$ cat src/logic/commit_pkg.sv
package commit_pkg;

    // Two write-back slots, slot 0 always the older one
    localparam int COMMIT_WIDTH = 2;

    // Stage vector order is frontend, decode, dispatch, ex, mem1, mem2, wb
    localparam int NUM_STAGES = 7;
    localparam int STG_EX     = 3;
    localparam int STG_MEM1   = 2;
    localparam int STG_MEM2   = 1;
    localparam int STG_WB     = 0;

    typedef logic [31:0] addr_t;
    typedef logic [4:0]  reg_idx_t;
    typedef logic [31:0] word_t;
    typedef logic [5:0]  ecode_t;
    typedef logic [8:0]  esubcode_t;
    typedef logic [15:0] excp_vec_t;
    typedef logic [NUM_STAGES-1:0] stage_vec_t;

    typedef enum logic [2:0] {
        OP_NORMAL,
        OP_BRANCH,
        OP_SYSCALL,
        OP_BRK,
        OP_ERTN,
        OP_IDLE
    } op_kind_e;

    // Cause request bit positions, bit 0 wins over all others
    typedef enum logic [3:0] {
        EXCP_INT, EXCP_ADEF, EXCP_TLBR_F, EXCP_PIF,
        EXCP_PPI_F, EXCP_SYS, EXCP_BRK, EXCP_INE,
        EXCP_IPE, EXCP_ALE, EXCP_ADEM, EXCP_TLBR_M,
        EXCP_PME, EXCP_PPI_M, EXCP_PIS, EXCP_PIL
    } excp_bit_e;

    // ESTAT cause codes
    localparam ecode_t ECODE_INT  = 6'h00;
    localparam ecode_t ECODE_PIL  = 6'h01;
    localparam ecode_t ECODE_PIS  = 6'h02;
    localparam ecode_t ECODE_PIF  = 6'h03;
    localparam ecode_t ECODE_PME  = 6'h04;
    localparam ecode_t ECODE_PPI  = 6'h07;
    localparam ecode_t ECODE_ADE  = 6'h08;
    localparam ecode_t ECODE_ALE  = 6'h09;
    localparam ecode_t ECODE_SYS  = 6'h0b;
    localparam ecode_t ECODE_BRK  = 6'h0c;
    localparam ecode_t ECODE_INE  = 6'h0d;
    localparam ecode_t ECODE_IPE  = 6'h0e;
    localparam ecode_t ECODE_TLBR = 6'h3f;

    localparam esubcode_t ESUBCODE_ADEF = 9'h000;
    localparam esubcode_t ESUBCODE_ADEM = 9'h001;

    typedef struct packed {
        logic     we;
        reg_idx_t idx;
        word_t    data;
    } rf_write_t;

    typedef struct packed {
        logic      valid;
        addr_t     pc;
        op_kind_e  op;
        logic      excp;
        excp_vec_t excp_vec;
        addr_t     mem_addr;
        logic      is_taken;
        logic      predicted_taken;
        logic      need_refetch;
        rf_write_t rf;
    } wb_slot_t;

    typedef struct packed {
        logic      excp;
        ecode_t    ecode;
        esubcode_t esubcode;
        logic      va_valid;
        addr_t     bad_va;
        logic      tlbrefill;
        addr_t     pc;
    } trap_info_t;

    typedef enum logic {
        CSR_SEL_EENTRY,
        CSR_SEL_TLBRENTRY
    } csr_sel_e;

    typedef struct packed {
        logic     we;
        csr_sel_e sel;
        addr_t    data;
    } csr_wr_t;

endpackage

$ cat src/logic/commit_ctrl_top.sv
`timescale 1ns/100ps

module commit_ctrl_top (
    input  logic                                                clk,
    input  logic                                                rst,
    input  commit_pkg::wb_slot_t  [commit_pkg::COMMIT_WIDTH-1:0] wb_i,
    input  logic                  [1:0]                          ex_ready_i,
    input  logic                  [1:0]                          mem1_ready_i,
    input  logic                  [1:0]                          mem2_ready_i,
    input  commit_pkg::csr_wr_t                                  csr_wr_i,
    output commit_pkg::rf_write_t [commit_pkg::COMMIT_WIDTH-1:0] rf_write_o,
    output logic                  [commit_pkg::COMMIT_WIDTH-1:0] commit_mask_o,
    output logic                                                 redirect_valid_o,
    output commit_pkg::addr_t                                    redirect_pc_o,
    output logic                                                 in_idle_o,
    output commit_pkg::stage_vec_t                               advance_o,
    output commit_pkg::stage_vec_t                               flush_o,
    output commit_pkg::stage_vec_t                               clear_o,
    output commit_pkg::addr_t                                    era_o,
    output commit_pkg::addr_t                                    badv_o,
    output commit_pkg::ecode_t                                   estat_ecode_o,
    output commit_pkg::esubcode_t                                estat_esubcode_o
);

    commit_pkg::trap_info_t trap;
    commit_pkg::addr_t      eentry;
    commit_pkg::addr_t      tlbrentry;
    logic                   flush_all;

    commit_filter u_commit_filter (
        .wb_i          (wb_i),
        .rf_write_o    (rf_write_o),
        .commit_mask_o (commit_mask_o)
    );

    excp_encoder u_excp_encoder (
        .wb_i   (wb_i),
        .trap_o (trap)
    );

    redirect_unit u_redirect_unit (
        .clk              (clk),
        .rst              (rst),
        .wb_i             (wb_i),
        .trap_i           (trap),
        .eentry_i         (eentry),
        .tlbrentry_i      (tlbrentry),
        .era_i            (era_o),
        .redirect_valid_o (redirect_valid_o),
        .redirect_pc_o    (redirect_pc_o),
        .flush_all_o      (flush_all),
        .in_idle_o        (in_idle_o)
    );

    stage_ctrl u_stage_ctrl (
        .ex_ready_i   (ex_ready_i),
        .mem1_ready_i (mem1_ready_i),
        .mem2_ready_i (mem2_ready_i),
        .flush_all_i  (flush_all),
        .advance_o    (advance_o),
        .flush_o      (flush_o),
        .clear_o      (clear_o)
    );

    // in_idle feeds back so ERA skips the IDLE on wake-up
    trap_csr u_trap_csr (
        .clk              (clk),
        .rst              (rst),
        .trap_i           (trap),
        .csr_wr_i         (csr_wr_i),
        .in_idle_i        (in_idle_o),
        .eentry_o         (eentry),
        .tlbrentry_o      (tlbrentry),
        .era_o            (era_o),
        .badv_o           (badv_o),
        .estat_ecode_o    (estat_ecode_o),
        .estat_esubcode_o (estat_esubcode_o)
    );

endmodule

$ cat src/logic/commit_filter.sv
`timescale 1ns/100ps

module commit_filter (
    input  commit_pkg::wb_slot_t  [commit_pkg::COMMIT_WIDTH-1:0] wb_i,
    output commit_pkg::rf_write_t [commit_pkg::COMMIT_WIDTH-1:0] rf_write_o,
    output logic                  [commit_pkg::COMMIT_WIDTH-1:0] commit_mask_o
);

    logic [commit_pkg::COMMIT_WIDTH-1:0] slot_excp;
    logic slot0_serial;
    logic slot0_mispredict;

    always_comb begin
        for (int i = 0; i < commit_pkg::COMMIT_WIDTH; i++) begin
            slot_excp[i] = wb_i[i].valid & wb_i[i].excp;
        end
    end

    // These ops end the commit group, so the younger slot is dropped
    assign slot0_serial = wb_i[0].valid &
                          ((wb_i[0].op == commit_pkg::OP_SYSCALL) |
                           (wb_i[0].op == commit_pkg::OP_BRK) |
                           (wb_i[0].op == commit_pkg::OP_ERTN) |
                           (wb_i[0].op == commit_pkg::OP_IDLE));

    // Taken but predicted not taken, slot 1 came from the wrong path
    assign slot0_mispredict = wb_i[0].valid & (wb_i[0].op == commit_pkg::OP_BRANCH) &
                              wb_i[0].is_taken & ~wb_i[0].predicted_taken;

    assign commit_mask_o[0] = wb_i[0].valid & ~slot_excp[0];
    assign commit_mask_o[1] = wb_i[1].valid & ~slot_excp[0] & ~slot_excp[1] &
                              ~slot0_serial & ~slot0_mispredict;

    // Register writes pass through, enables only for committing slots
    always_comb begin
        for (int i = 0; i < commit_pkg::COMMIT_WIDTH; i++) begin
            rf_write_o[i]    = wb_i[i].rf;
            rf_write_o[i].we = wb_i[i].rf.we & commit_mask_o[i];
        end
    end

endmodule

$ cat src/logic/excp_encoder.sv
`timescale 1ns/100ps

module excp_encoder (
    input  commit_pkg::wb_slot_t [commit_pkg::COMMIT_WIDTH-1:0] wb_i,
    output commit_pkg::trap_info_t                              trap_o
);

    logic [commit_pkg::COMMIT_WIDTH-1:0] slot_excp;
    commit_pkg::wb_slot_t  sel_slot;
    commit_pkg::excp_bit_e cause;
    logic va_from_pc;
    logic va_from_mem;

    always_comb begin
        for (int i = 0; i < commit_pkg::COMMIT_WIDTH; i++) begin
            slot_excp[i] = wb_i[i].valid & wb_i[i].excp;
        end
    end

    // Older slot takes precedence
    assign sel_slot = slot_excp[0] ? wb_i[0] : wb_i[1];

    // Scan downwards so the lowest set bit is the one that sticks
    always_comb begin
        cause = commit_pkg::EXCP_PIL;
        for (int i = $bits(commit_pkg::excp_vec_t) - 1; i >= 0; i--) begin
            if (sel_slot.excp_vec[i]) begin
                cause = commit_pkg::excp_bit_e'(i);
            end
        end
    end

    always_comb begin
        trap_o      = '0;
        va_from_pc  = 1'b0;
        va_from_mem = 1'b0;
        trap_o.excp = |slot_excp;
        trap_o.pc   = sel_slot.pc;
        if (trap_o.excp && (|sel_slot.excp_vec)) begin
            case (cause)
                commit_pkg::EXCP_INT:    trap_o.ecode = commit_pkg::ECODE_INT;
                commit_pkg::EXCP_ADEF: begin
                    trap_o.ecode    = commit_pkg::ECODE_ADE;
                    trap_o.esubcode = commit_pkg::ESUBCODE_ADEF;
                    va_from_pc      = 1'b1;
                end
                commit_pkg::EXCP_TLBR_F: begin
                    trap_o.ecode     = commit_pkg::ECODE_TLBR;
                    trap_o.tlbrefill = 1'b1;
                    va_from_pc       = 1'b1;
                end
                commit_pkg::EXCP_PIF: begin
                    trap_o.ecode = commit_pkg::ECODE_PIF;
                    va_from_pc   = 1'b1;
                end
                commit_pkg::EXCP_PPI_F: begin
                    trap_o.ecode = commit_pkg::ECODE_PPI;
                    va_from_pc   = 1'b1;
                end
                commit_pkg::EXCP_SYS:    trap_o.ecode = commit_pkg::ECODE_SYS;
                commit_pkg::EXCP_BRK:    trap_o.ecode = commit_pkg::ECODE_BRK;
                commit_pkg::EXCP_INE:    trap_o.ecode = commit_pkg::ECODE_INE;
                commit_pkg::EXCP_IPE:    trap_o.ecode = commit_pkg::ECODE_IPE;
                commit_pkg::EXCP_ALE: begin
                    trap_o.ecode = commit_pkg::ECODE_ALE;
                    va_from_mem  = 1'b1;
                end
                commit_pkg::EXCP_ADEM: begin
                    trap_o.ecode    = commit_pkg::ECODE_ADE;
                    trap_o.esubcode = commit_pkg::ESUBCODE_ADEM;
                    va_from_mem     = 1'b1;
                end
                commit_pkg::EXCP_TLBR_M: begin
                    trap_o.ecode     = commit_pkg::ECODE_TLBR;
                    trap_o.tlbrefill = 1'b1;
                    va_from_mem      = 1'b1;
                end
                commit_pkg::EXCP_PME: begin
                    trap_o.ecode = commit_pkg::ECODE_PME;
                    va_from_mem  = 1'b1;
                end
                commit_pkg::EXCP_PPI_M: begin
                    trap_o.ecode = commit_pkg::ECODE_PPI;
                    va_from_mem  = 1'b1;
                end
                commit_pkg::EXCP_PIS: begin
                    trap_o.ecode = commit_pkg::ECODE_PIS;
                    va_from_mem  = 1'b1;
                end
                default: begin
                    trap_o.ecode = commit_pkg::ECODE_PIL;
                    va_from_mem  = 1'b1;
                end
            endcase
        end
        // Fetch causes blame the PC, memory causes the data address
        if (va_from_pc) begin
            trap_o.va_valid = 1'b1;
            trap_o.bad_va   = sel_slot.pc;
        end else if (va_from_mem) begin
            trap_o.va_valid = 1'b1;
            trap_o.bad_va   = sel_slot.mem_addr;
        end
    end

endmodule

$ cat src/logic/redirect_unit.sv
`timescale 1ns/100ps

module redirect_unit (
    input  logic                                               clk,
    input  logic                                               rst,
    input  commit_pkg::wb_slot_t [commit_pkg::COMMIT_WIDTH-1:0] wb_i,
    input  commit_pkg::trap_info_t                              trap_i,
    input  commit_pkg::addr_t                                   eentry_i,
    input  commit_pkg::addr_t                                   tlbrentry_i,
    input  commit_pkg::addr_t                                   era_i,
    output logic                                                redirect_valid_o,
    output commit_pkg::addr_t                                   redirect_pc_o,
    output logic                                                flush_all_o,
    output logic                                                in_idle_o
);

    logic excp_flush;
    logic ertn_flush;
    logic idle_flush;
    logic refetch_flush;

    assign excp_flush    = trap_i.excp;
    // ertn may sit in either slot
    assign ertn_flush    = (wb_i[0].valid & (wb_i[0].op == commit_pkg::OP_ERTN)) |
                           (wb_i[1].valid & (wb_i[1].op == commit_pkg::OP_ERTN));
    assign idle_flush    = wb_i[0].valid & (wb_i[0].op == commit_pkg::OP_IDLE);
    assign refetch_flush = wb_i[0].valid & wb_i[0].need_refetch;

    assign flush_all_o      = excp_flush | ertn_flush | idle_flush | refetch_flush;
    assign redirect_valid_o = flush_all_o;

    // Priority order matters here, exception first
    always_comb begin
        if (excp_flush) begin
            redirect_pc_o = trap_i.tlbrefill ? tlbrentry_i : eentry_i;
        end else if (ertn_flush) begin
            redirect_pc_o = era_i;
        end else if (idle_flush) begin
            redirect_pc_o = wb_i[0].pc;
        end else if (refetch_flush) begin
            redirect_pc_o = wb_i[0].pc + 32'd4;
        end else begin
            redirect_pc_o = '0;
        end
    end

    // Core sleeps after IDLE until something traps
    always_ff @(posedge clk) begin
        if (rst) begin
            in_idle_o <= 1'b0;
        end else if (excp_flush) begin
            in_idle_o <= 1'b0;
        end else if (idle_flush) begin
            in_idle_o <= 1'b1;
        end
    end

endmodule

$ cat src/logic/stage_ctrl.sv
`timescale 1ns/100ps

module stage_ctrl (
    input  logic [1:0]             ex_ready_i,
    input  logic [1:0]             mem1_ready_i,
    input  logic [1:0]             mem2_ready_i,
    input  logic                   flush_all_i,
    output commit_pkg::stage_vec_t advance_o,
    output commit_pkg::stage_vec_t flush_o,
    output commit_pkg::stage_vec_t clear_o
);

    logic mem2_go;
    logic mem1_go;
    logic upper_go;

    // A stage moves only when everything downstream can take its data
    assign mem2_go  = &mem2_ready_i;
    assign mem1_go  = mem2_go & (&mem1_ready_i);
    assign upper_go = mem1_go & (&ex_ready_i);

    always_comb begin
        advance_o = {commit_pkg::NUM_STAGES{upper_go}};
        advance_o[commit_pkg::STG_MEM1] = mem1_go;
        advance_o[commit_pkg::STG_MEM2] = mem2_go;
        advance_o[commit_pkg::STG_WB]   = 1'b1;
    end

    // Bubble goes into the gap between a stalled stage and a moving one
    always_comb begin
        clear_o = '0;
        for (int i = commit_pkg::STG_WB + 1; i < commit_pkg::NUM_STAGES; i++) begin
            clear_o[i] = advance_o[i-1] & ~advance_o[i];
        end
    end

    assign flush_o = {commit_pkg::NUM_STAGES{flush_all_i}};

endmodule

$ cat src/logic/trap_csr.sv
`timescale 1ns/100ps

module trap_csr (
    input  logic                   clk,
    input  logic                   rst,
    input  commit_pkg::trap_info_t trap_i,
    input  commit_pkg::csr_wr_t    csr_wr_i,
    input  logic                   in_idle_i,
    output commit_pkg::addr_t      eentry_o,
    output commit_pkg::addr_t      tlbrentry_o,
    output commit_pkg::addr_t      era_o,
    output commit_pkg::addr_t      badv_o,
    output commit_pkg::ecode_t     estat_ecode_o,
    output commit_pkg::esubcode_t  estat_esubcode_o
);

    // Trap recording
    always_ff @(posedge clk) begin
        if (rst) begin
            era_o            <= '0;
            badv_o           <= '0;
            estat_ecode_o    <= '0;
            estat_esubcode_o <= '0;
        end else if (trap_i.excp) begin
            // Waking from idle returns past the IDLE instruction
            era_o            <= in_idle_i ? trap_i.pc + 32'd4 : trap_i.pc;
            estat_ecode_o    <= trap_i.ecode;
            estat_esubcode_o <= trap_i.esubcode;
            if (trap_i.va_valid) begin
                badv_o <= trap_i.bad_va;
            end
        end
    end

    // Entry vectors, software writes only
    always_ff @(posedge clk) begin
        if (rst) begin
            eentry_o    <= '0;
            tlbrentry_o <= '0;
        end else if (csr_wr_i.we) begin
            if (csr_wr_i.sel == commit_pkg::CSR_SEL_EENTRY) begin
                eentry_o <= csr_wr_i.data;
            end else begin
                tlbrentry_o <= csr_wr_i.data;
            end
        end
    end

endmodule

$ cat config.mk
export PLATFORM = sky130hd
export DESIGN_NAME = commit_ctrl_top
export DESIGN_NICKNAME = d
export VERILOG_FILES = /design/src/logic/commit_pkg.sv /design/src/logic/commit_ctrl_top.sv /design/src/logic/commit_filter.sv /design/src/logic/excp_encoder.sv /design/src/logic/redirect_unit.sv /design/src/logic/stage_ctrl.sv /design/src/logic/trap_csr.sv
export SDC_FILE = /design/constraint.sdc
export NUM_CORES = 1
export LEC_CHECK = 0
export ABC_AREA = 1
export CAP_MARGIN = 20
export CORE_AREA = 2 2 196 198
export CTS_CLUSTER_DIAMETER = 40
export DETAILED_ROUTE_END_ITERATION = 10
export DIE_AREA = 0 0 198 200
export DONT_BUFFER_PORTS = 1
export GPL_TIMING_DRIVEN = 1
export PLACE_DENSITY = 0.42
export SLEW_MARGIN = 20
export SYNTH_ARGS = -nofsm -noshare
export SYNTH_HDL_FRONTEND = slang
export SYNTH_SLANG_ARGS = --single-unit
$ cat constraint.sdc
create_clock -name clk -period 5.1 [get_ports clk]
set_input_delay 0.51 -clock clk [delete_from_list [all_inputs] [get_ports clk]]
set_output_delay 0.51 -clock clk [all_outputs]
set_load 0.005 [all_outputs]
-- Word level (Yosys, flattened, before mapping)
Cells that the tools add are included.
- input bits: 294
- logic and storage cells: 115
- register bits: 144
- output and inout port bits: 212
- add/sub/neg operators: 2
- muxes and demuxes: 33
- bitwise logic cells: 37
- reduce and logical (&&, ||, !) cells: 16
- equality and inequality tests: 20
- operators with widths (kind ; number):
    32-bit 2-to-1 mux ; 6
    125-bit 2-to-1 mux ; 1
    6-bit case mux with 12 select lines ; 1
    33-bit 2-to-1 mux ; 2
    32-bit by 3-bit adder with 32-bit output (second input constant) ; 2
    4-bit 2-to-1 mux ; 8
    4-bit equality test (second input constant) ; 7
    1-bit AND ; 21
    4-bit by 3-bit equality test with 1-bit output (second input constant) ; 4
    16-bit OR reduction ; 1
    15-bit 2-to-1 mux ; 1
    3-bit 2-to-1 mux ; 4
    2-bit AND reduction ; 6
    3-bit equality test (second input constant) ; 3
    1-bit NOT ; 9
    9-bit OR reduction ; 1
    4-bit by 2-bit equality test with 1-bit output (second input constant) ; 2
    1-bit 2-to-1 mux ; 8
    2-bit OR reduction ; 4
    1-bit OR ; 7
    3-bit by 2-bit equality test with 1-bit output (second input constant) ; 2
    4-bit by 1-bit equality test with 1-bit output (second input constant) ; 1
    4-bit logical NOT ; 1
    2-bit 2-to-1 mux ; 2
    other kinds (4) ; 4

-- Depth between registers and ports, before layout
- word-level depth: 24
- gate-level depth with buffers: 27
- depth with buffers taken out: 25

-- Modules after synthesis
A second synthesis with hierarchy kept.
- cells, all modules: 1629
- area total of the unflattened synthesis: 10670.2 um2
- by module, submodules not included (module ; cells an instance ; times used ; sequential area each (um2) ; area an instance (um2)):
    trap_csr ; 777 ; 1 ; 2862.7 ; 5803.1
    excp_encoder ; 283 ; 1 ; 0.0 ; 2023.2
    redirect_unit ; 442 ; 1 ; 20.0 ; 1991.9
    commit_filter ; 96 ; 1 ; 0.0 ; 663.1
    stage_ctrl ; 31 ; 1 ; 0.0 ; 188.9

-- Worst setup path after synthesis
No wires, ideal clock.
- kind: input to output
- from: input wb_i[125] (netlist bit)
- to: output redirect_pc_o[28]
- cell stages on the path: 22
- path slack: 1.903 ns
- path buffers: 3
- arrival time: 2.687 ns
- data required time: 4.590 ns
- path through: buf_4 nand2_1 buf_4 nand2_1 o21ai_2 inv_2 nor2_2 inv_2 nor2_2 nand2_1 a31oi_4 nor2_2 nand2_2 inv_2 nand2_2 nand2_2 inv_2 nand2_2 buf_2 or2_1 o211ai_1 o211ai_1
- cells in the longest elaborated chain, start to end: 23
- elaborated cells between the ends (all ways): 34
- classes of those cells: 2 x eq/ne; 23 x mux; 5 x bitwise; 4 x reduce/logical
- RTL lines (item ; RTL line ; text):
    start, declared ; commit_ctrl_top.sv:6 ; input commit_pkg::wb_slot_t [commit_pkg::COMMIT_WIDTH-1:0] wb_i,
    1-bit AND ; excp_encoder.sv:16 ; slot_excp[i] = wb_i[i].valid & wb_i[i].excp;
    125-bit 2-to-1 mux ; excp_encoder.sv:21 ; assign sel_slot = slot_excp[0] ? wb_i[0] : wb_i[1];
    1-bit 2-to-1 mux ; excp_encoder.sv:27 ; if (sel_slot.excp_vec[i]) begin
    2-bit 2-to-1 mux (2 in series) ; excp_encoder.sv:27 ;
    3-bit 2-to-1 mux (4 in series) ; excp_encoder.sv:27 ;
    4-bit 2-to-1 mux (8 in series) ; excp_encoder.sv:27 ;
    4-bit by 2-bit equality test with 1-bit output or 4-bit equality test (tied branches) ; excp_encoder.sv:40 ; case (cause)
    2-bit OR reduction (no line) ; - ;
    1-bit 2-to-1 mux ; excp_encoder.sv:40 ;
    1-bit 2-to-1 mux ; excp_encoder.sv:39 ; if (trap_o.excp && (|sel_slot.excp_vec)) begin
    32-bit 2-to-1 mux ; redirect_unit.sv:35 ; redirect_pc_o = trap_i.tlbrefill ? tlbrentry_i : eentry_i;
    32-bit 2-to-1 mux * ; redirect_unit.sv:34 ; if (excp_flush) begin
    end, declared ; commit_ctrl_top.sv:14 ; output commit_pkg::addr_t redirect_pc_o,
Every way passes the cells marked *; elsewhere a longest branch is shown, timed or not.

-- Worst setup path in the final report
- from: input wb_i[89] (netlist bit)
- to: output redirect_pc_o[6]
- cells in the longest elaborated chain, start to end: 23
- elaborated cells between the ends (all ways): 27
- classes of those cells: 2 x eq/ne; 20 x mux; 1 x bitwise; 4 x reduce/logical
- RTL lines (item ; RTL line):
    1-bit AND * ; excp_encoder.sv:16
    125-bit 2-to-1 mux ; excp_encoder.sv:21
    1-bit 2-to-1 mux ; excp_encoder.sv:27
    2-bit 2-to-1 mux (2 in series) ; excp_encoder.sv:27
    3-bit 2-to-1 mux (4 in series) ; excp_encoder.sv:27
    4-bit 2-to-1 mux (8 in series) ; excp_encoder.sv:27
    4-bit by 2-bit equality test with 1-bit output or 4-bit equality test (tied branches) ; excp_encoder.sv:40
    2-bit OR reduction (no line) ; -
    1-bit 2-to-1 mux ; excp_encoder.sv:40
    1-bit 2-to-1 mux ; excp_encoder.sv:39
    32-bit 2-to-1 mux ; redirect_unit.sv:35
    32-bit 2-to-1 mux * ; redirect_unit.sv:34
Marks and branches as above.

==> results.json <==
{
  "fill_cells": 4261,
  "first_iter_violations": 548,
  "clk_path_buf_depth": 2,
  "rsz0062_at_grt": "false",
  "io_pins": 506,
  "maxSlewHeadroom_pct": 46.25,
  "outcome": "complete, no violations",
  "synth_cell_types": 50,
  "p_per_area_nw_per_um2": 299.2,
  "dp_slack_ns": 1.050,
  "grt_max_degree": 71,
  "fin_ws_ns": 1.062,
  "areaGrowthSynthToFinish_pct": 3.621,
  "rows": 71,
  "min_to": "u_trap_csr.era_o[1]$_SDFFE_PP0N_",
  "die_area_sq_um": 39600,
  "cp_slowest_stage_delay_ns": 0.43,
  "ys_seq_elements": 135,
  "setup_tns_ns": 0,
  "clock_latency_ns": 0.44,
  "cts_root_buffer": "clkbuf_16",
  "via_per_inst": 4.825,
  "vias": 9761,
  "drive_gt1_share_pct": 6.026,
  "fin_area_sq_um": 10350,
  "hold_viol": 0,
  "worstPathCellList": "nand2_4 -> mux2i_1 -> nand2_1 -> nor2_2 -> nand2_1 -> a31oi_4 -> nor2_2 -> nand2_2 -> inv_2 -> nand2_2 -> nand2_2 -> inv_2 -> nand2_2 -> inv_2 -> o21ai_0 -> o21ai_0 -> buf_4",
  "crit_type": "in2out",
  "cp_max_fo": 32,
  "ys_seq_area_share_pct": 27.06,
  "synth_edf_count": 0,
  "multi_input_area_sq_um": 5444,
  "ir_worst_vdd_v": 0.0002321,
  "worstSetupStartpointType": "input port",
  "yosys_most_used_dff": "dfxtp_1",
  "place_hpwl_um": 32690,
  "routed_wl_um": 42120,
  "io_buffers": 0,
  "clk_pin_slew_worst_paths_ns": 0.07,
  "ff2ff_setup_slack_ns": 2.24,
  "p_leak_nw": 4.594,
  "grt_use_met1_pct": 24.49,
  "grt_pass1_wl_um": 59900,
  "final_max_slew_viol_count": 0,
  "postSynth.asyncResetShare_pct": 0,
  "grt-busiest-layer": "met2",
  "synth_area_sq_um": 9986,
  "crit_slowest_cell": "inv_2",
  "hold_depth": 1,
  "gp_congestion": 0.8703,
  "hp-start": "rst",
  "area.sequential_sq_um": 2703,
  "grt_remaining_overflow": 0,
  "r2r-start": "u_redirect_unit.in_idle_o$_SDFFE_PP0P_",
  "min_period_ns": 4.038,
  "cts_sinks": 135,
  "crit_path_end_kind": "primary output",
  "use_met3_pct": 8.149,
  "arrival_ns": 3.53,
  "post_synth.cell_area_avg_sq_um": 6.145,
  "routedWlPerCell_um": 20.82,
  "htree_levels": 4,
  "die_h_um": 200,
  "tightest_slew_ns": 0.7979,
  "final_cell_mix": "nand2_1 (297), nor2_1 (249), inv_1 (191)",
  "dpl_cell_area_sq_um": 9741,
  "antenna_found_initial": 3,
  "setup_violations": 0,
  "grt_pass1_vias": 9206,
  "numCtsBuffers": 17,
  "post_cts_buffers": 0,
  "grt_usage_pct": 20.76,
  "core_sq_um": 37400,
  "fin_crit_sh_pct": 79.17,
  "tritoncts": "done",
  "final_common_cell": "nand2_1",
  "skew_ns": 0.008597,
  "fmax_mhz": 247.7,
  "final_nets": 1794,
  "hold_buffers": 0,
  "use_met2_pct": 33.95,
  "yosysWarnings": 0,
  "drv_cap": 0,
  "initial_utilization_pct": 26.70,
  "cpMostUsedCell": "nand2_2",
  "synthCells": 1625,
  "drc": 0,
  "cp.required_ns": 4.59,
  "worst-path-buf-inv": 4,
  "fp.dieW_um": 198,
  "crit_family": "simple AND/OR/NAND/NOR gates",
  "hold_class": "in2reg",
  "drtAntennaViolNets": 0,
  "r2r-end": "u_trap_csr.era_o[29]$_SDFFE_PP0N_",
  "ctsResizeCount": 0,
  "r2r_cells": 9,
  "total_power_mw": 3.096,
  "first_pass_iters": 5
}
[report_power, final]
| part | internal [mW] | switching [mW] | total [mW] |
|---|---|---|---|
| sequential | 1.13 | 0.0580 | 1.19 |
| clock | 0.777 | 0.553 | 1.33 |
| combinational | 0.181 | 0.397 | 0.579 |
[kinds of logic (layout without fill, tap and decap cells)]
kind of cell / Yosys count / after routing / synth area share, %
multiplexers: 39 / 39 / 4.047
buffers and inverters: 384 / 258 / 19.08
AND/OR/NAND/NOR: 712 / 712 / 29.76
XOR/XNOR: 5 / 5 / 0.4385
flip-flops: 135 / 135 / 27.06
AO/OA/AOI/OAI: 346 / 346 / 19.28
other: 2 / 15 / 0.07521
adder cells (fa/ha/maj): 2 / 2 / 0.2506
[layout make-up]
cell class	instances	area share, %
multi-input cells	1117	52.61
flip-flops and latches	135	26.12
inverters	203	7.364
well taps	511	6.179
clock buffers	19	4.184
repair buffers	24	1.862
clock inverters	12	1.632
diodes	2	0.04837
[worst max-delay path by stage]
stage / from / end / slack, ns / cells after the start
2_1_floorplan: wb_i[125] / redirect_pc_o[28] / 1.90 / 22
3_3_place_gp: wb_i[89] / redirect_pc_o[6] / 1.08 / 20
3_5_place_dp: wb_i[89] / redirect_pc_o[6] / 1.05 / 20
4_1_cts: wb_i[89] / redirect_pc_o[6] / 1.03 / 20
5_1_grt: wb_i[89] / redirect_pc_o[11] / 0.70 / 20
6_report: wb_i[89] / redirect_pc_o[6] / 1.06 / 17
[flip-flops by register name, summed over array words and instances (netlist names)]
name and cells:
u_trap_csr.tlbrentry_o 32, u_redirect_unit.in_idle_o 1, u_trap_csr.eentry_o 32, u_trap_csr.estat_ecode_o 5, u_trap_csr.estat_esubcode_o 1, u_trap_csr.badv_o 32, u_trap_csr.era_o 32
[layer usage]
metal | vias to the layer above | routed length [um]
met1 | 4456 | 17460
li1 | 4900 | -
met4 | 2 | 1192
met2 | 332 | 19480
met3 | 71 | 3971
met5 | - | 13
[metrics by stage]
step | hold WS, ns | util (%) | std cells
5_1_grt | 0.1057 | 27.66 | 2022
2_1_floorplan | 0.4297 | - | 1636
3_3_place_gp | 0.4410 | 26.04 | 1990
3_5_place_dp | 0.4440 | 26.04 | 1990
4_1_cts | 0.1080 | 27.65 | 2021
6_report | 0.1458 | 27.67 | 2023
[cells in the mapped netlist (all sizes together), types with 7 or more instances]
cell,n,area share (%)
a21oi,124,6.3
a31oi,8,0.65
buf,140,9.9
clkbuf,41,1.5
dfxtp,135,27
inv,202,7.6
mux2i,38,3.9
nand2,306,12
nand3,62,3.3
nand4,16,1.0
nor2,253,9.7
nor3,58,2.9
nor4,7,0.50
o211ai,14,1.1
o21ai,165,8.4
o221ai,16,1.4
Note: power is estimated with default switching activity, not from simulation.
